`src/common/tensor_config.svh`:
```
`ifndef TENSOR_CONFIG_SVH
`define TENSOR_CONFIG_SVH

// warps sharing the block
`define TC_NUM_WARPS 4
// warp index width
`define TC_WID_W 2

// lanes in the single octet
`define TC_NUM_LANES 8
// lane word width
`define TC_DATA_W 32

// writeback register and uop tag widths
`define TC_RD_W 5
`define TC_TAG_W 8

// register stages in the dot unit
`define TC_DOT_LATENCY 2
// result buffer entries
`define TC_RESULT_DEPTH 2
// metadata entries per warp, twice the dot latency
`define TC_META_DEPTH 4

`endif

```
`src/common/tensor_pkg.sv`:
```
`default_nettype none

`include "tensor_config.svh"

package tensor_pkg;

    // one lane word
    typedef logic [`TC_DATA_W-1:0] word_t;
    typedef logic [`TC_WID_W-1:0] wid_t;
    // step within the 4x4x4 operation, two bits
    typedef logic [1:0] step_t;

    // operand row of the octet, seen flat or as two threadgroups
    // threadgroup 0 holds lanes 0-3, threadgroup 1 holds lanes 4-7
    typedef union packed {
        word_t [`TC_NUM_LANES-1:0] lanes;
        word_t [1:0][`TC_NUM_LANES/2-1:0] groups;
    } operand_bus_u;

    // one column of A, rows 0-3
    typedef word_t [3:0] half_a_t;
    // one row of B, columns 0-3
    typedef word_t [3:0] half_b_t;
    // interleaved C elements, one per lane
    typedef word_t [`TC_NUM_LANES-1:0] half_c_t;

    // A indexed [row][k]
    typedef word_t [3:0][1:0] tile_a_t;
    // B indexed [k][col]
    typedef word_t [1:0][3:0] tile_b_t;
    // C and D indexed [row][col]
    typedef word_t [3:0][3:0] tile_d_t;

    // per-uop writeback info kept until commit
    typedef struct packed {
        logic [`TC_RD_W-1:0] rd;
        logic [`TC_TAG_W-1:0] tag;
    } meta_t;

endpackage

`default_nettype wire

```
`src/rtl/tensor_operand_stage.sv`:
```
`timescale 1ns/10ps
`default_nettype none

`include "tensor_config.svh"

module tensor_operand_stage (
    input  wire                       clk,
    input  wire                       reset,

    input  wire                       in_valid,
    input  wire tensor_pkg::wid_t     in_wid,
    input  wire tensor_pkg::step_t    in_step,
    input  wire                       in_last_in_pair,
    input  wire [`TC_RD_W-1:0]        in_rd,
    input  wire [`TC_TAG_W-1:0]       in_tag,
    input  wire tensor_pkg::operand_bus_u in_a,
    input  wire tensor_pkg::operand_bus_u in_b,
    input  wire tensor_pkg::operand_bus_u in_c,
    output logic                      in_ready,

    input  wire                       meta_full,
    output logic                      meta_push,
    output tensor_pkg::wid_t          meta_wid,
    output tensor_pkg::meta_t         meta_in,

    output logic                      hmma_valid,
    output tensor_pkg::tile_a_t       hmma_a,
    output tensor_pkg::tile_b_t       hmma_b,
    output tensor_pkg::tile_d_t       hmma_c,
    output tensor_pkg::wid_t          hmma_wid,
    input  wire                       hmma_ready
);

    // halves picked from the current dispatch
    tensor_pkg::half_a_t cur_a;
    tensor_pkg::half_b_t cur_b;
    tensor_pkg::half_c_t cur_c;

    // first-substep halves, one set per warp
    tensor_pkg::half_a_t stage_a [`TC_NUM_WARPS];
    tensor_pkg::half_b_t stage_b [`TC_NUM_WARPS];
    tensor_pkg::half_c_t stage_c [`TC_NUM_WARPS];

    logic accept;
    logic first_fire;

    // dot unit and metadata queues both have to take the uop
    assign in_ready   = hmma_ready && !meta_full;
    assign accept     = in_valid && in_ready;
    assign first_fire = accept && !in_last_in_pair;

    // every accepted uop gets a metadata entry, first substeps included
    assign meta_push  = accept;
    assign meta_wid   = in_wid;
    assign meta_in    = '{rd: in_rd, tag: in_tag};

    always_comb begin
        // step bit 0 selects the k column pair inside each threadgroup
        if (in_step[0]) begin
            cur_a = {in_a.groups[1][3:2], in_a.groups[0][3:2]};
        end else begin
            cur_a = {in_a.groups[1][1:0], in_a.groups[0][1:0]};
        end
        // B row is shared by both threadgroups
        // step bit 1 picks which threadgroup supplies it
        if (in_step[1]) begin
            cur_b = in_b.groups[1];
        end else begin
            cur_b = in_b.groups[0];
        end
        // every lane carries one C element
        cur_c = in_c.lanes;
    end

    // staging write on the first substep of a pair
    always_ff @(posedge clk) begin
        if (reset) begin
            for (int w = 0; w < `TC_NUM_WARPS; w++) begin
                stage_a[w] <= '0;
                stage_b[w] <= '0;
                stage_c[w] <= '0;
            end
        end else if (first_fire) begin
            stage_a[in_wid] <= cur_a;
            stage_b[in_wid] <= cur_b;
            stage_c[in_wid] <= cur_c;
        end
    end

    // second substep issues straight from the ports plus the staged halves
    assign hmma_valid = accept && in_last_in_pair;
    assign hmma_wid   = in_wid;

    always_comb begin
        int base;
        base = 0;
        // A joins stored and current columns along k
        for (int r = 0; r < 4; r++) begin
            hmma_a[r][0] = stage_a[in_wid][r];
            hmma_a[r][1] = cur_a[r];
        end
        // stored row is k=0, current row is k=1
        hmma_b[0] = stage_b[in_wid];
        hmma_b[1] = cur_b;
        // jagged 1x2 layout, each lane owns a stored/current pair in one row
        // rows 0,1 come from lanes 0-3 and rows 2,3 from lanes 4-7
        for (int r = 0; r < 4; r++) begin
            base = (r / 2) * 4 + (r % 2);
            hmma_c[r][0] = stage_c[in_wid][base];
            hmma_c[r][1] = cur_c[base];
            hmma_c[r][2] = stage_c[in_wid][base + 2];
            hmma_c[r][3] = cur_c[base + 2];
        end
    end

endmodule

`default_nettype wire

```
`config.mk`:
```
export PLATFORM = sky130hd
export DESIGN_NAME = tensor_operand_stage
export DESIGN_NICKNAME = d
export VERILOG_FILES = /design/src/common/tensor_pkg.sv /design/src/rtl/tensor_operand_stage.sv
export VERILOG_INCLUDE_DIRS = /design/src /design/src/common
export SDC_FILE = /design/constraint.sdc
export NUM_CORES = 2
export LEC_CHECK = 0
export ABC_AREA = 1
export BUFFER_PORTS_ARGS = -buffer_cell sky130_fd_sc_hd__clkbuf_2
export CORE_AREA = 2 2 715 717
export DETAILED_ROUTE_END_ITERATION = 8
export DIE_AREA = 0 0 717 719
export PLACE_DENSITY = 0.32
export SLEW_MARGIN = 25
export SYNTH_ARGS = -nofsm -noshare
export SYNTH_HDL_FRONTEND = slang
export SYNTH_SLANG_ARGS = --single-unit
```
`constraint.sdc`:
```
create_clock -name clk -period 93.8 [get_ports clk]
set_input_delay 0 -clock clk [delete_from_list [all_inputs] [get_ports clk]]
set_output_delay 0 -clock clk [all_outputs]
set_load 0.02 [all_outputs]
```
Word-level counts from Yosys, hierarchy flattened

Memories as Yosys holds them, arrays and structs flattened.
Cells that the tools add are included.

Register bits after elaboration: 0
Bits in latches: 0
Bits in writable memories: 2,048
Memory bits (read-only): 0
Input port bits: 791
Output and inout port bits: 1,044
Memories: 3

Memory list:

| name    | words | width | read ports | clocked after Yosys merged registers in | wr ports | RTL line                   | source |
|---|---|---|---|---|---|---|---|
| stage_c | 4     | 256   | 1          | 0                                       | 4        | tensor_operand_stage.sv:42 | `` tensor_pkg::half_c_t stage_c [`TC_NUM_WARPS]; `` |
| stage_a | 4     | 128   | 1          | 0                                       | 4        | tensor_operand_stage.sv:40 | `` tensor_pkg::half_a_t stage_a [`TC_NUM_WARPS]; `` |
| stage_b | 4     | 128   | 1          | 0                                       | 4        | tensor_operand_stage.sv:41 | `` tensor_pkg::half_b_t stage_b [`TC_NUM_WARPS]; `` |

Add/sub/neg operators: 0
$mul: 0
Divide/modulo/power cells: 0
$lt $le $gt $ge: 0
Equal/unequal tests: 0
Shift operators: 0
Muxes and demuxes: 16
Bitwise gates (word level): 0
Reductions and logical operators: 9

Operators by type and width:

| kind                 | number |
|---|---|
| 128-bit 2-to-1 mux   | 4 |
| 256-bit 2-to-1 mux   | 1 |
| 128-bit OR reduction | 2 |
| 256-bit OR reduction | 1 |
| 1-bit 2-to-1 mux     | 8 |
| 2-bit 2-to-1 mux     | 3 |
| 1-bit logical AND    | 4 |
| 1-bit zero test      | 2 |

Longest topological paths before layout

Word-level depth: 9
Depth in mapped cells: 8

Least setup slack after synthesis

OpenSTA, ideal clock, no wires.

Path type: input-to-reg
Start point: in in_wid[0]
End point: mem stage_a[2][0] (netlist bit), enable pin
Data arrival time: 36.176 ns
Setup slack: 55.526 ns
Cell stages on the path: 6
Buffers on the path: 3
Cell sequence: buf_4 buf_6 inv_4 nand2_2 buf_2 o21ai_0

RTL lines:

| what               | RTL line                   | source |
|---|---|---|
| start: declaration | tensor_operand_stage.sv:11 | `input wire tensor_pkg::wid_t in_wid,` |
| end: declaration   | tensor_operand_stage.sv:40 |  |

==> results.md <==
- Status: completed
- CP max-delay cell: buf_4
- Critical Path Stages: 11
- Most used cell along the critical path: buf_4
- Sequential cell area: 0.0615 mm^2
- Synthesized cell area: 0.0923 mm^2
- Grt ovf: 0
- Synthesized netlist net count: 9689
- Slowest stage delay, CP: 0.76 ns
- Final antenna-violating net count: 0
- Final Net Count: 11900
- Die area: 0.516 mm^2
- WP data required: 93.80 ns
- Routability cong.: 0.963
- Maxcap violations: 0
- Worst path bufs/invs: 9
- Share of cells above drive strength 1: 20.9%
- Post-CTS Setup Inserts: 0
- Total clock sinks: 2048
- CTS tree: yes
- Syn Area/Cell: 10.4 um^2
- Total track usage: 17.4%
- Period utilization: 6.91%
- YS warnings: 0
- Core Rows: 262
- Pins Over Slew Limit: 0
- Initial DRC Count: 6300
- Wire length per cell: 26.0 um
- Half-perimeter wire length after placement: 317000 um
- Core Area: 0.508 mm^2
- Worst min-delay path category: input pin to primary output
- Multi-input gate area: 0.0228 mm^2
- Crit-path max FO: 78
- Placement Setup Slack: 87.82 ns
- Port Buf Inserts: 1808
- Total CTS buffers: 269
- Drt total wl: 469000 um
- Clock buffer depth: 4
- Clock root buffer: clkbuf_16
- WP data arrival: 6.48 ns
- Flops & latches, synth: 2048
- Worst-margin pin slew: 1.36 ns
- First-pass GRT wire length: 637000 um
- Die H: 719 um
- DRT Pass-1 Iters: 6
- Via density: 4.25
- Headroom to the max-slew limit: 9.65%
- Ports: 1835
- Final setup fails: 0
- Largest net degree at the start of global routing: 157
- TNS Setup: 0 ns
- Layout area overhead: 33.7%
- Routed vias: 76700
- Initial cell density of the core: 18.2%
- RSZ-0062 raised after global routing: no
- Synth cell types: 19
- WS Path Type: input pin to primary output
- CP delay by family, top: buffers and inverters
- Vias in the first global route: 76000
- Crit path launch type: input pin
- Setup ws final: 87.32 ns
- Max frequency: 154 MHz
- Filler Cell Count: 54600
- Die width: 717 um
- Initial antenna violation count: 91
- Leak pwr: 48.3 nW
- Sequential fraction of the synthesis area: 66.6%
- Total Power: 2.41 mW
- Worst Hold Depth: 0
- Crit-path cells: dlygate4sd3_1 -> buf_8 -> buf_4 -> buf_4 -> buf_4 -> buf_4 -> buf_4 -> buf_4 -> o21ai_0 -> o22ai_1 -> clkbuf_2
- H-tree levels: 5
- Fin. Hold Viols: 0
- Post-synthesis instance total: 8898
- Tmin final: 6.48 ns
- Worst vdd ir: 0.0131 mV
- DRC viols: 0
- Hold_ws: 0.00000881 ns
- PD cells: 19.6 mW/mm^2
- CP Capture Type: primary output
-- Yosys cell counts --
master       n  share of area (%)
nand2_2      1             0.0068
buf_4      282                2.3
buf_1       17              0.069
o21ai_0   1062                5.8
inv_4        1             0.0068
nand4_1      3              0.020
nor2_1    2562                 10
buf_6       27               0.33
nor2_2       2              0.014
o22ai_1    512                3.5
nand3_1      1             0.0054
nand2_1    359                1.5
inv_1      773                3.1
nor3_1     413                2.2
o21ai_1    220                1.2
buf_2      314                1.7
edfxtp_1  2048                 67
clkbuf_1   300                1.2
inv_2        1             0.0041
-- sequential cells by signal, summed over array words and instances, names as in the netlist --
name	count
stage_a	512
stage_b	512
stage_c	1024
-- cells by family after synthesis --
group | synth area share, %
flip-flops | 66.6
buffers and inverters | 8.77
AO/OA/AOI/OAI | 10.4
AND/OR/NAND/NOR | 14.2
-- through the flow --
step	utilization, %	cell area, um^2	instances
after detailed placement	20.9	106000	16700
final	24.3	123000	18000
after global routing	24.3	123000	18000
after floorplan	-	92300	8898
after CTS	24.3	123000	18000
after global placement	20.9	106000	16700
-- area by class of cell --
type	count	area share, %
Clock inverter	125	0.958
Antenna cell	34	0.0690
Inverter	775	2.38
Clock buffer	342	5.76
Multi-Input combinational cell	5135	18.5
Sequential cell	2048	49.8
Timing Repair Buffer	2855	15.7
Tap cell	6732	6.83
-- placed cells by master (no fill, tap or decap), types with 242 or more instances in the layout --
master            n
o21ai_0        1022
edfxtp_1       2048
nor3_1          413
clkbuf_2       1804
o22ai_1         511
o21ai_1         242
inv_1           773
dlygate4sd3_1   868
nor2_1         2562
clkbuf_16       274
nand2_1         356
-- per-layer routing --
layer	up-vias	wire length (um)	part of all wire, %	GRT usage (%)
met5	-	150	0.032	0
met4	22	16100	3.4	5.56
met3	559	26500	5.6	2.82
met1	39000	199000	42	22.3
met2	2581	228000	49	29.7
li1	34600	-	-	-
-- path summary, 6_finish.rpt --
check                  from          to  slack, ns
setup / recovery  in_wid[0]  hmma_b[88]      87.32
hold / removal    in_tag[3]  meta_in[3]   0.000009
-- what timing repair did --
item                        CTS  global route
hold endpoints to repair   2038             0
resized for setup             0             0
hold buffers                868             0
setup endpoints to repair     0             0
-- power breakdown --
part	internal (mW)	switching, mW	total [mW]	leakage [nW]
sequential	1.06	0.0137	1.07	19.5
combinational	0.0952	0.245	0.340	24.8
clock	0.577	0.425	1.00	4.02
total	1.73	0.683	2.41	48.3
(Power assumes the default switching activity.)
