$ cat src/common/tensor_config.svh
`ifndef TENSOR_CONFIG_SVH
`define TENSOR_CONFIG_SVH

// warps sharing the block
`define TC_NUM_WARPS 4
// warp index width
`define TC_WID_W 2

// lanes in the single octet
`define TC_NUM_LANES 8
// lane word width
`define TC_DATA_W 32

// writeback register and uop tag widths
`define TC_RD_W 5
`define TC_TAG_W 8

// register stages in the dot unit
`define TC_DOT_LATENCY 2
// result buffer entries
`define TC_RESULT_DEPTH 2
// metadata entries per warp, twice the dot latency
`define TC_META_DEPTH 4

`endif

$ cat src/common/tensor_pkg.sv
`default_nettype none

`include "tensor_config.svh"

package tensor_pkg;

    // one lane word
    typedef logic [`TC_DATA_W-1:0] word_t;
    typedef logic [`TC_WID_W-1:0] wid_t;
    // step within the 4x4x4 operation, two bits
    typedef logic [1:0] step_t;

    // operand row of the octet, seen flat or as two threadgroups
    // threadgroup 0 holds lanes 0-3, threadgroup 1 holds lanes 4-7
    typedef union packed {
        word_t [`TC_NUM_LANES-1:0] lanes;
        word_t [1:0][`TC_NUM_LANES/2-1:0] groups;
    } operand_bus_u;

    // one column of A, rows 0-3
    typedef word_t [3:0] half_a_t;
    // one row of B, columns 0-3
    typedef word_t [3:0] half_b_t;
    // interleaved C elements, one per lane
    typedef word_t [`TC_NUM_LANES-1:0] half_c_t;

    // A indexed [row][k]
    typedef word_t [3:0][1:0] tile_a_t;
    // B indexed [k][col]
    typedef word_t [1:0][3:0] tile_b_t;
    // C and D indexed [row][col]
    typedef word_t [3:0][3:0] tile_d_t;

    // per-uop writeback info kept until commit
    typedef struct packed {
        logic [`TC_RD_W-1:0] rd;
        logic [`TC_TAG_W-1:0] tag;
    } meta_t;

endpackage

`default_nettype wire

$ cat src/rtl/tensor_writeback.sv
`timescale 1ns/10ps
`default_nettype none

`include "tensor_config.svh"

module tensor_writeback (
    input  wire                           clk,
    input  wire                           reset,

    input  wire                           dot_valid,
    input  wire tensor_pkg::tile_d_t      dot_d,
    input  wire tensor_pkg::wid_t         dot_wid,
    output logic                          buf_ready,

    input  wire                           meta_push,
    input  wire tensor_pkg::wid_t         meta_wid,
    input  wire tensor_pkg::meta_t        meta_in,
    output logic                          meta_full,

    output logic                          out_valid,
    output tensor_pkg::wid_t              out_wid,
    output logic [`TC_RD_W-1:0]           out_rd,
    output logic [`TC_TAG_W-1:0]          out_tag,
    output tensor_pkg::operand_bus_u      out_data,
    input  wire                           out_ready
);

    localparam int RES_DEPTH  = `TC_RESULT_DEPTH;
    localparam int RES_PTR_W  = (RES_DEPTH > 1) ? $clog2(RES_DEPTH) : 1;
    localparam int RES_CNT_W  = $clog2(RES_DEPTH + 1);
    localparam int META_DEPTH = `TC_META_DEPTH;
    localparam int META_PTR_W = (META_DEPTH > 1) ? $clog2(META_DEPTH) : 1;
    localparam int META_CNT_W = $clog2(META_DEPTH + 1);

    // result FIFO
    tensor_pkg::tile_d_t   res_d   [RES_DEPTH];
    tensor_pkg::wid_t      res_wid [RES_DEPTH];
    logic [RES_PTR_W-1:0]  res_wr_ptr;
    logic [RES_PTR_W-1:0]  res_rd_ptr;
    logic [RES_CNT_W-1:0]  res_count;
    logic                  res_push;
    logic                  res_pop;

    // one metadata FIFO per warp
    tensor_pkg::meta_t     meta_mem    [`TC_NUM_WARPS][META_DEPTH];
    logic [META_PTR_W-1:0] meta_wr_ptr [`TC_NUM_WARPS];
    logic [META_PTR_W-1:0] meta_rd_ptr [`TC_NUM_WARPS];
    logic [META_CNT_W-1:0] meta_count  [`TC_NUM_WARPS];
    logic [`TC_NUM_WARPS-1:0] meta_push_w;
    logic [`TC_NUM_WARPS-1:0] meta_pop_w;
    logic [`TC_NUM_WARPS-1:0] meta_warp_full;

    // 0 while beat 0 is pending, 1 for beat 1
    logic                  subcommit;
    logic                  beat_fire;
    tensor_pkg::tile_d_t   head_d;
    tensor_pkg::meta_t     head_meta;

    assign buf_ready = (res_count != RES_CNT_W'(RES_DEPTH));
    assign out_valid = (res_count != '0);
    assign beat_fire = out_valid && out_ready;
    assign res_push  = dot_valid && buf_ready;
    // entry leaves only after its second beat
    assign res_pop   = beat_fire && subcommit;

    assign head_d  = res_d[res_rd_ptr];
    assign out_wid = res_wid[res_rd_ptr];

    always_comb begin
        for (int w = 0; w < `TC_NUM_WARPS; w++) begin
            meta_push_w[w]    = meta_push && (meta_wid == tensor_pkg::wid_t'(w));
            // one metadata entry per beat of the committing warp
            meta_pop_w[w]     = beat_fire && (out_wid == tensor_pkg::wid_t'(w));
            meta_warp_full[w] = (meta_count[w] == META_CNT_W'(META_DEPTH));
        end
    end

    // any full warp queue stops dispatch for all warps
    assign meta_full = |meta_warp_full;

    // storage writes
    always_ff @(posedge clk) begin
        if (res_push) begin
            res_d[res_wr_ptr]   <= dot_d;
            res_wid[res_wr_ptr] <= dot_wid;
        end
        if (meta_push) begin
            meta_mem[meta_wid][meta_wr_ptr[meta_wid]] <= meta_in;
        end
    end

    always_ff @(posedge clk) begin
        if (reset) begin
            res_wr_ptr <= '0;
            res_rd_ptr <= '0;
            res_count  <= '0;
            subcommit  <= 1'b0;
            for (int w = 0; w < `TC_NUM_WARPS; w++) begin
                meta_wr_ptr[w] <= '0;
                meta_rd_ptr[w] <= '0;
                meta_count[w]  <= '0;
            end
        end else begin
            if (res_push) begin
                res_wr_ptr <= (res_wr_ptr == RES_PTR_W'(RES_DEPTH - 1)) ? '0 : res_wr_ptr + 1'b1;
            end
            if (res_pop) begin
                res_rd_ptr <= (res_rd_ptr == RES_PTR_W'(RES_DEPTH - 1)) ? '0 : res_rd_ptr + 1'b1;
            end
            res_count <= res_count + RES_CNT_W'(res_push) - RES_CNT_W'(res_pop);
            if (beat_fire) begin
                subcommit <= ~subcommit;
            end
            for (int w = 0; w < `TC_NUM_WARPS; w++) begin
                if (meta_push_w[w]) begin
                    meta_wr_ptr[w] <= (meta_wr_ptr[w] == META_PTR_W'(META_DEPTH - 1)) ?
                                      '0 : meta_wr_ptr[w] + 1'b1;
                end
                if (meta_pop_w[w]) begin
                    meta_rd_ptr[w] <= (meta_rd_ptr[w] == META_PTR_W'(META_DEPTH - 1)) ?
                                      '0 : meta_rd_ptr[w] + 1'b1;
                end
                meta_count[w] <= meta_count[w] + META_CNT_W'(meta_push_w[w])
                                 - META_CNT_W'(meta_pop_w[w]);
            end
        end
    end

    assign head_meta = meta_mem[out_wid][meta_rd_ptr[out_wid]];
    assign out_rd    = head_meta.rd;
    assign out_tag   = head_meta.tag;

    // jagged lane map, beat 0 takes columns 0 and 2, beat 1 columns 1 and 3
    always_comb begin
        int col;
        col = int'(subcommit);
        for (int g = 0; g < 2; g++) begin
            // threadgroup g owns rows 2g and 2g+1
            out_data.groups[g][0] = head_d[2*g][col];
            out_data.groups[g][1] = head_d[2*g+1][col];
            out_data.groups[g][2] = head_d[2*g][col+2];
            out_data.groups[g][3] = head_d[2*g+1][col+2];
        end
    end

endmodule

`default_nettype wire

$ cat config.mk
export PLATFORM = sky130hd
export DESIGN_NAME = tensor_writeback
export DESIGN_NICKNAME = d
export VERILOG_FILES = /design/src/common/tensor_pkg.sv /design/src/rtl/tensor_writeback.sv
export VERILOG_INCLUDE_DIRS = /design/src /design/src/common
export SDC_FILE = /design/constraint.sdc
export NUM_CORES = 1
export LEC_CHECK = 0
export BUFFER_PORTS_ARGS = -buffer_cell sky130_fd_sc_hd__buf_2
export CAP_MARGIN = 20
export CORE_AREA = 2 2 310 312
export DETAILED_ROUTE_END_ITERATION = 8
export DIE_AREA = 0 0 312 314
export PLACE_DENSITY = 0.72
export SYNTH_ARGS = -nofsm -noshare
export SYNTH_HDL_FRONTEND = slang
export SYNTH_SLANG_ARGS = --single-unit
$ cat constraint.sdc
create_clock -name clk -period 40.7 [get_ports clk]
set_clock_uncertainty 0.05 [all_clocks]
set_input_delay 4.07 -clock clk [delete_from_list [all_inputs] [get_ports clk]]
set_output_delay 4.07 -clock clk [all_outputs]
set_load 0.02 [all_outputs]
# == After elaboration in Yosys (flattened, before gate mapping) ==
# Memories as Yosys holds them, arrays and structs flattened. A register that Yosys moved wholly into a read port is not among the register bits.
# Cells that the tools add are included.
# classes
n_eq_ne,19
magnitude_cmp,5
n_bitwise,15
n_mul,0
n_mux,82
n_reduce_logical,16
n_div,0
addsub,21
shifts,0
# op_table
op,count
$mux 32,16
$bmux 32 s2,4
$mux 52,1
$mux 13,3
$mux 1,36
$mux 2,16
$bmux 13 s2,1
$demux 13 s2,1
$eq 2x2->1 const B,12
$add 2x1->2 const B,8
$add 3x1->3,4
$eq 3x3->1 const B,4
$logic_and 1x1->1,12
$mux 3,4
$or 1x1->1,12
$sub 3x1->3,4
$ge 3x3->1 const B,2
$not 2->3,2
$eq 2x1->1 const B,2
$logic_not 2->1,2
$reduce_or 4->1,1
$add 1x2->3 const B,1
$lt 1x3->1 const B,1
$lt 3x1->1 const B,1
other kinds (7),8
# totals
latch_bits,0
input_bits,534
ram_bits,1264
word_cells,168
mem_bits_ro,0
out_inout_bits,274
ff_bits,5
n_memories,6
# memory_table
memory,depth,word_bits,read_ports,rd_ports_with_merged_regs,wr,line_no,source
res_d,2,512,1,1,1,tensor_writeback.sv:36,tensor_pkg::tile_d_t res_d [RES_DEPTH];
meta_mem,4,52,1,0,1,tensor_writeback.sv:45,tensor_pkg::meta_t meta_mem [`TC_NUM_WARPS][META_DEPTH];
meta_count,4,3,4,0,4,tensor_writeback.sv:48,logic [META_CNT_W-1:0] meta_count [`TC_NUM_WARPS];
meta_rd_ptr,4,2,5,0,4,tensor_writeback.sv:47,logic [META_PTR_W-1:0] meta_rd_ptr [`TC_NUM_WARPS];
meta_wr_ptr,4,2,5,0,4,tensor_writeback.sv:46,logic [META_PTR_W-1:0] meta_wr_ptr [`TC_NUM_WARPS];
res_wid,2,2,1,1,1,tensor_writeback.sv:37,tensor_pkg::wid_t res_wid [RES_DEPTH];

# == Longest topological paths before layout ==
# Gate-level depths: netlist (run 1).
# depth
depth_word,7
ltp_mapped,16
mapped_depth_nobuf,13

# == Worst setup path before layout (run 1) ==
# No wires, ideal clock.
# synth_timing
path_kind,input-to-reg
from,input port dot_valid
to,"memory res_d[0][0] in the netlist's numbering, enable pin"
required_ns,39.246
arrival_ns,25.423
setup_time_ns,1.404
stages,2
path_buffers,0
slack_ns,13.823
cell_sequence,nand2_1 -> nor2_1
# synth_between
elab_chain_len,3
# synth_rtl
element,line_no,source
start: declaration,tensor_writeback.sv:10,"input wire dot_valid,"
$logic_and 1x1->1,tensor_writeback.sv:62,assign res_push = dot_valid && buf_ready;
$mux 1,tensor_writeback.sv:83,if (res_push) begin
$mux 1 (implied by the code),tensor_writeback.sv:84,res_d[res_wr_ptr] <= dot_d;
end: declaration,tensor_writeback.sv:36,
# No other way between the ends.

==> impl_metrics.json, run 1 <==
{
  "initial_utilization_pct": 50.1,
  "drc_errors": 0,
  "viasPerCell": 5.63,
  "power.net_switching_w": 0.000847,
  "max-slew-margin-rel_pct": 22.9,
  "synth-seq-area-share_pct": 80.3,
  "hold_viol": 0,
  "syn_area_sq_um": 47300,
  "netlist-cell-type-count": 31,
  "rows": 113,
  "worstSetupPathType": "register to output pin",
  "grt_pass1_vias": 24900,
  "grt_pass1_wl_mm": 166,
  "clkSinkCount": 1270,
  "path_buf_inv": 3,
  "vias": 24100,
  "p_int_w": 0.00243,
  "avgSynthCellArea_sq_um": 24.0,
  "worstPathMaxFanout": 56,
  "htree_levels": 4,
  "fin_tns_setup_ns": 0,
  "insertion_delay_ns": 0.73,
  "antenna_left": 0,
  "cts_buffers": 130,
  "cp-end-kind": "output pin",
  "cts_resized": 0,
  "synth-seq-cells": 1270,
  "crit_chain": "mux2i_4, buf_4, mux2i_4, buf_4, mux2i_1, mux2i_1, buf_2",
  "ctsHoldBuffers": 0,
  "path_depth": 7,
  "worstMarginPinSlew_ns": 1.16,
  "pre_cts_slack_ns": 32.77,
  "async_flop_share_pct": 0,
  "gp_congestion": 0.901,
  "powerDensity_nw_per_um2": 57.4,
  "finalMaxSlewViolations": 0,
  "fillers": 6716,
  "finalWirelength_mm": 117,
  "hp-class": "register to register",
  "syn_to_final_growth_pct": 20.9,
  "synth_enable_flop_cells": 1252,
  "ioPinCount": 808,
  "grt_start_max_net_pins": 163,
  "wl_per_cell_microns": 27.4,
  "crit_family": "buffers and inverters",
  "regToRegEndpoint": "res_d[1][383]$_DFFE_PP_",
  "syn_nets": 2525,
  "period_share_pct": 21.1,
  "cap_viol_max_count": 0,
  "seqPwrFrac_pct": 49.2,
  "place_hpwl_mm": 80.8,
  "port_buffers": 807,
  "yosys_most_used_dff": "edfxtp_1",
  "die-area_sq_um": 98000,
  "ir_drop_v": 0.0000400,
  "dieWidth_microns": 312,
  "postCtsSetupBuffers": 0,
  "netlist_instances": 1969,
  "drt_pre_antenna_iters": 5,
  "status": "complete, no violations",
  "cts_root_buffer": "clkbuf_16",
  "dp.cells": 3994,
  "setup_viol_count_final": 0,
  "final-instance-count-excl-fill": 4277,
  "clk_path_buf_depth": 3,
  "core-area_sq_um": 94400,
  "rsz0062_at_grt": "false",
  "arrival_ns": 4.45,
  "drive_above_1_share_pct": 44.0,
  "grt_use_total_pct": 23.5,
  "clock.fmax_mhz": 117,
  "p_comb_share_pct": 15.9,
  "cts_tree": "yes",
  "startpoint_type": "register",
  "crit_path_top_delay_cell": "buf_4",
  "r2r_start": "res_count[0]$_SDFF_PP0_",
  "post-route-util_pct": 60.5,
  "die_y_microns": 314,
  "clkTransAtPathRegs_ns": 0.06,
  "reg2reg_depth": 5,
  "rrSetupSlack_ns": 36.47,
  "min_period_ns": 8.57,
  "setup_ws_ns": 32.13,
  "switching_share_pct": 25.8,
  "whs_ns": 0.476,
  "yosysWarnings": 0,
  "gr-total-overflow": 0,
  "crit_path_end": "out_rd[2]",
  "cpPeakStageDelay_ns": 0.80,
  "required_ns": 36.58,
  "drt_iter0_drc": 2771,
  "nNetsFinal": 3421,
  "p_leak_nw": 20.3,
  "power_frac_clock_pct": 34.9,
  "antenna_found_initial": 61
}
synth_stat cells (9+ instances only):
cell type,instances,area share (%)
edfxtp_1,1252,80
mux4_2,258,12
mux2i_1,197,4.2
clkbuf_1,38,0.30
buf_2,32,0.34
nor2_1,31,0.25
inv_1,24,0.19
dfxtp_1,18,0.76
ha_1,18,0.48
nand2_1,13,0.10
buf_4,11,0.17
nand2b_1,9,0.12
placed cells by master (no fill, tap or decap), types with 3 or more instances in the layout:
master	netlist	final
nor2b_1	6	6
nor4b_1	8	8
xor2_1	5	5
mux4_2	258	258
inv_1	24	24
clkinv_2	0	18
clkinv_1	0	26
inv_6	0	5
buf_16	0	4
edfxtp_1	1252	1252
nor2_1	31	28
fa_1	4	4
bufinv_16	0	8
clkinv_8	0	4
nand2b_1	9	9
nand3b_1	4	4
mux2i_1	197	197
clkbuf_16	0	134
buf_4	11	38
diode_2	0	48
buf_2	32	807
nand2_1	13	13
ha_1	18	18
dfxtp_1	18	16
mux2i_4	3	3
xnor2_1	8	8
clkbuf_8	0	3
nor4_1	8	8
clkbuf_1	38	27
or2_2	3	3
worst register-to-register path, delay by kind of cell, from the launching register on:
kind	cells	cell delay, ns
DFF	1	0.34
and+or+nand+nor	2	0.97
buffers and inverters	3	2.46
stage by stage:
stage          power [W]  cell area [sq um]
2_1_floorplan    0.00205              47300
4_1_cts          0.00331              56900
6_report         0.00328              57100
5_1_grt          0.00339              57100
3_3_place_gp     0.00214              52800
3_5_place_dp     0.00216              52800
power by group through the flow:
stage	clock network, W	logic, W	registers (W)
after floorplan	0	0.000327	0.00172
final	0.00114	0.000522	0.00161
after global routing	0.00122	0.000548	0.00162
after CTS	0.00117	0.000523	0.00161
after global placement	0	0.000510	0.00163
after detailed placement	0	0.000521	0.00164
cells by family after synthesis:
logic type               count (synthesis)  synth area share [%]
AO/OA/AOI/OAI                            3                0.0741
flip-flops                            1270                  80.3
XOR/XNOR                                13                 0.241
AND/OR/NAND/NOR                         92                  1.03
adder cells (fa/ha/maj)                 22                 0.646
buffers and inverters                  111                  1.13
multiplexers                           458                  16.6
routing by layer:
metal	part of all wire [%]	track usage, %
met4	4.1	11.7
met2	52	39.8
met5	0.11	0
met3	8.0	6.74
met1	35	27.7
state kept, by name (all words and copies together), names as in the netlist, named ones only:
| signal | cells |
|---|---|
| meta_rd_ptr | 8 |
| res_rd_ptr | 1 |
| res_d | 1024 |
| res_wid | 4 |
| subcommit | 1 |
| res_count | 2 |
| meta_wr_ptr | 8 |
| res_wr_ptr | 1 |
| meta_count | 12 |
| meta_mem | 208 |
area by class of cell:
| class | instances | area [sq um] | share of cell area, % |
|---|---|---|---|
| inverter | 25 | 96.3 | 0.169 |
| multi-input combinational | 588 | 8820 | 15.4 |
| tap | 1265 | 1580 | 2.77 |
| clock inverter | 67 | 611 | 1.07 |
| clock buffer | 164 | 3500 | 6.12 |
| timing repair buffer | 850 | 4450 | 7.80 |
| sequential | 1270 | 38000 | 66.4 |
| antenna | 48 | 120 | 0.210 |
worst min-delay path by stage:
stage,startpoint,endpoint,cells after the start
after floorplan,meta_count[0][2]$_SDFF_PP0_,meta_count[0][2]$_SDFF_PP0_,2
after global placement,meta_count[0][2]$_SDFF_PP0_,meta_count[0][2]$_SDFF_PP0_,2
after detailed placement,res_rd_ptr$_SDFFE_PP0P_,register,2
after CTS,res_rd_ptr$_SDFFE_PP0P_,register,2
after global routing,meta_count[0][2]$_SDFF_PP0_,meta_count[0][2]$_SDFF_PP0_,2
final,res_rd_ptr$_SDFFE_PP0P_,res_rd_ptr$_SDFFE_PP0P_,2
Note: power is estimated with default switching activity, not from simulation.
==> run 2: changes to the inputs <==
- ABC_AREA: not set -> 1
- CORE_AREA: 2 2 310 312 -> 2 2 316 318
- DIE_AREA: 0 0 312 314 -> 0 0 318 320
- PLACE_DENSITY: 0.72 -> 0.71
- clock period: 40.7 -> 8.25 ns (I/O delays scaled with it)
==> run 2 against run 1 <==
Net effect:
- cell area rose by 1.4%
- count of clock-buffer cells in the layout increased by 4
- non-clock buffer count is 4 higher
- first-iteration DRC count is 26% higher
- register-to-register slack got worse by 33 ns
- die area increased by 3.9%
- power grew to 4.8 times the previous value
- highest routed layer unchanged
==> impl_metrics.json, run 2 <==
{
  "grt_use_total_pct": 25.2,
  "path_depth": 11,
  "yosysWarnings": 0,
  "syn_to_final_growth_pct": 19.6,
  "synth.most_common_cell": "edfxtp_1",
  "crit_family": "buffers and inverters",
  "synth_top_family_by_area": "simple AND/OR/NAND/NOR gates",
  "ys_top_cells_by_area": "edfxtp_1 78%, o21ai_0 5.4%, nor2_1 4.8%",
  "worstPathMaxFanout": 85,
  "avgSynthCellArea_sq_um": 13.9,
  "htree_levels": 4,
  "grt_pass1_wl_mm": 190,
  "cpMostUsedCell": "nand2_1",
  "syn_nets": 4032,
  "cpPeakStageDelay_ns": 0.97,
  "antenna_left": 0,
  "regMostFlops": "res_d",
  "antenna_found_initial": 106,
  "vias": 31900,
  "gr-total-overflow": 0,
  "post-route-util_pct": 59.1,
  "yosys_most_used_dff": "edfxtp_1",
  "drive_above_1_share_pct": 24.4,
  "port_buffers": 807,
  "synth_top_area_cell": "edfxtp_1",
  "layout_common_cells": "1252 x edfxtp_1, 807 x buf_2, 623 x nor2_1",
  "clkSinkCount": 1270,
  "yosys.area_share.simple_pct": 9.35,
  "place_area_sq_um": 53500,
  "postCtsSetupBuffers": 0,
  "viasPerCell": 5.61,
  "required_ns": 7.38,
  "core-area_sq_um": 98000,
  "clkTransAtPathRegs_ns": 0.06,
  "ioPinCount": 808,
  "synth_enable_flop_cells": 1252,
  "cts_resized": 0,
  "p_leak_nw": 21.4,
  "netlist_instances": 3476,
  "min_period_ns": 6.02,
  "drc_errors": 0,
  "max-slew-margin-rel_pct": 22.9,
  "synth_xor_area_share_pct": 0.0904,
  "largest_register_ffs": 1024,
  "rows": 115,
  "synthMuxAreaShare_pct": 0,
  "setup_ws_ns": 2.23,
  "wl_per_cell_microns": 23.2,
  "crit_chain": "buf_4, nand2_1, nand2_4, buf_4, nand2_1, o21ai_2, inv_2, nand2_2, nand3_1, nand2_1, buf_2",
  "synth_top_area_share_pct": 77.6,
  "status": "complete, no violations",
  "powerDensity_nw_per_um2": 273,
  "finalPower_w": 0.0158,
  "grt_pass1_vias": 30700,
  "crit_path_top_delay_cell": "dfxtp_4",
  "arrival_ns": 5.14,
  "nNetsFinal": 4795,
  "hp-class": "input port to register",
  "netlist-cell-type-count": 32,
  "finalWirelength_mm": 132,
  "finalMaxSlewViolations": 0,
  "worstMarginPinSlew_ns": 1.16,
  "period_share_pct": 73.0,
  "ctsHoldBuffers": 0,
  "ir_drop_v": 0.000227,
  "synth-seq-cells": 1270,
  "grt_start_max_net_pins": 192,
  "insertion_delay_ns": 0.72,
  "cts_tree": "yes",
  "dieWidth_microns": 318,
  "drt_pre_antenna_iters": 5,
  "async_flop_share_pct": 0,
  "pre_cts_slack_ns": 3.02,
  "path_buf_inv": 4,
  "die-area_sq_um": 102000,
  "fin_area_sq_um": 57900,
  "reg2reg_depth": 14,
  "worstSetupPathType": "register to output pin",
  "hold_viol": 0,
  "cts_root_buffer": "clkbuf_16",
  "setup_viol_count_final": 0,
  "synth_compound_area_share_pct": 8.86,
  "initial_utilization_pct": 49.4,
  "syn_area_sq_um": 48400,
  "final_common_cell": "edfxtp_1",
  "ys_top_cells_by_count": "1252 x edfxtp_1, 625 x nor2_1, 525 x o21ai_0",
  "cp-end-kind": "output pin",
  "clk_path_buf_depth": 3,
  "rsz0062_at_grt": "false",
  "drt_iter0_drc": 3490,
  "synth_fa_ha_area_share_pct": 0.630,
  "place_hpwl_mm": 85.2,
  "min_path_cells": 1,
  "cap_viol_max_count": 0,
  "gp_congestion": 0.905,
  "cts_buffers": 133,
  "synth-seq-area-share_pct": 78.4,
  "startpoint_type": "register",
  "clock.fmax_mhz": 166,
  "die_y_microns": 320
}
run 2: per-stage QoR:
stage	hold slack, ns	setup TNS, ns	std cells
after CTS	0.170	0	5625
after detailed placement	0.412	0	5390
after global placement	0.398	0	5389
final	0.221	0	5685
after floorplan	0.386	-771.64	3476
after global routing	0.185	0	5662
run 2: power by group:
| part | leakage (nW) | internal [W] | total, W | switching [W] |
|---|---|---|---|---|
| combinational | 7.54 | 0.000619 | 0.00227 | 0.00165 |
| clock | 2.07 | 0.00343 | 0.00581 | 0.00238 |
| sequential | 11.8 | 0.00761 | 0.00773 | 0.000122 |
run 2: final cells by class:
type,instances,area [sq um]
Fill cell,7526,40100
Sequential cell,1270,38000
Multi-Input combinational cell,1921,9220
Timing Repair Buffer,854,4480
Clock buffer,168,3590
Tap cell,1287,1610
Clock inverter,67,669
Inverter,59,234
Antenna cell,59,148
run 2: metal layers:
metal / track usage [%] / share of wire, % / vias to the layer above
li1: - / - / 14500
met1: 29.8 / 35 / 15400
met2: 40.7 / 49 / 1493
met3: 9.21 / 10 / 410
met4: 12.8 / 5.0 / 84
met5: 0 / 0.40 / -
run 2: worst reg2reg max path, delay by kind of cell (launching register included):
| family | cells | cell delay, ns |
|---|---|---|
| AOI/OAI and AO/OA | 2 | 0.21 |
| adders and majority gates | 3 | 0.77 |
| buffers and inverters | 5 | 1.59 |
| DFF | 1 | 0.97 |
| and+or+nand+nor | 4 | 1.31 |
run 2: kinds of logic (layout without fill, tap and decap cells):
kind of cell	after synthesis	count (layout)
compound gates	792	792
xor+xnor	5	5
fa+ha+maj	22	22
buf+inv	285	1148
flops	1270	1270
other cells	0	59
simple gates	1102	1102
run 2: path summary, 6_finish.rpt:
check	startpoint	to	slack, ns
setup / recovery	register	out_tag[0]	2.23
hold / removal	dot_d[265]	res_d[0][265]$_DFFE_PP_	0.22
setup reg to reg	register	meta_count[1][2]$_SDFF_PP0_	3.26
hold reg to reg	res_count[1]$_SDFF_PP0_	res_count[1]$_SDFF_PP0_	0.42
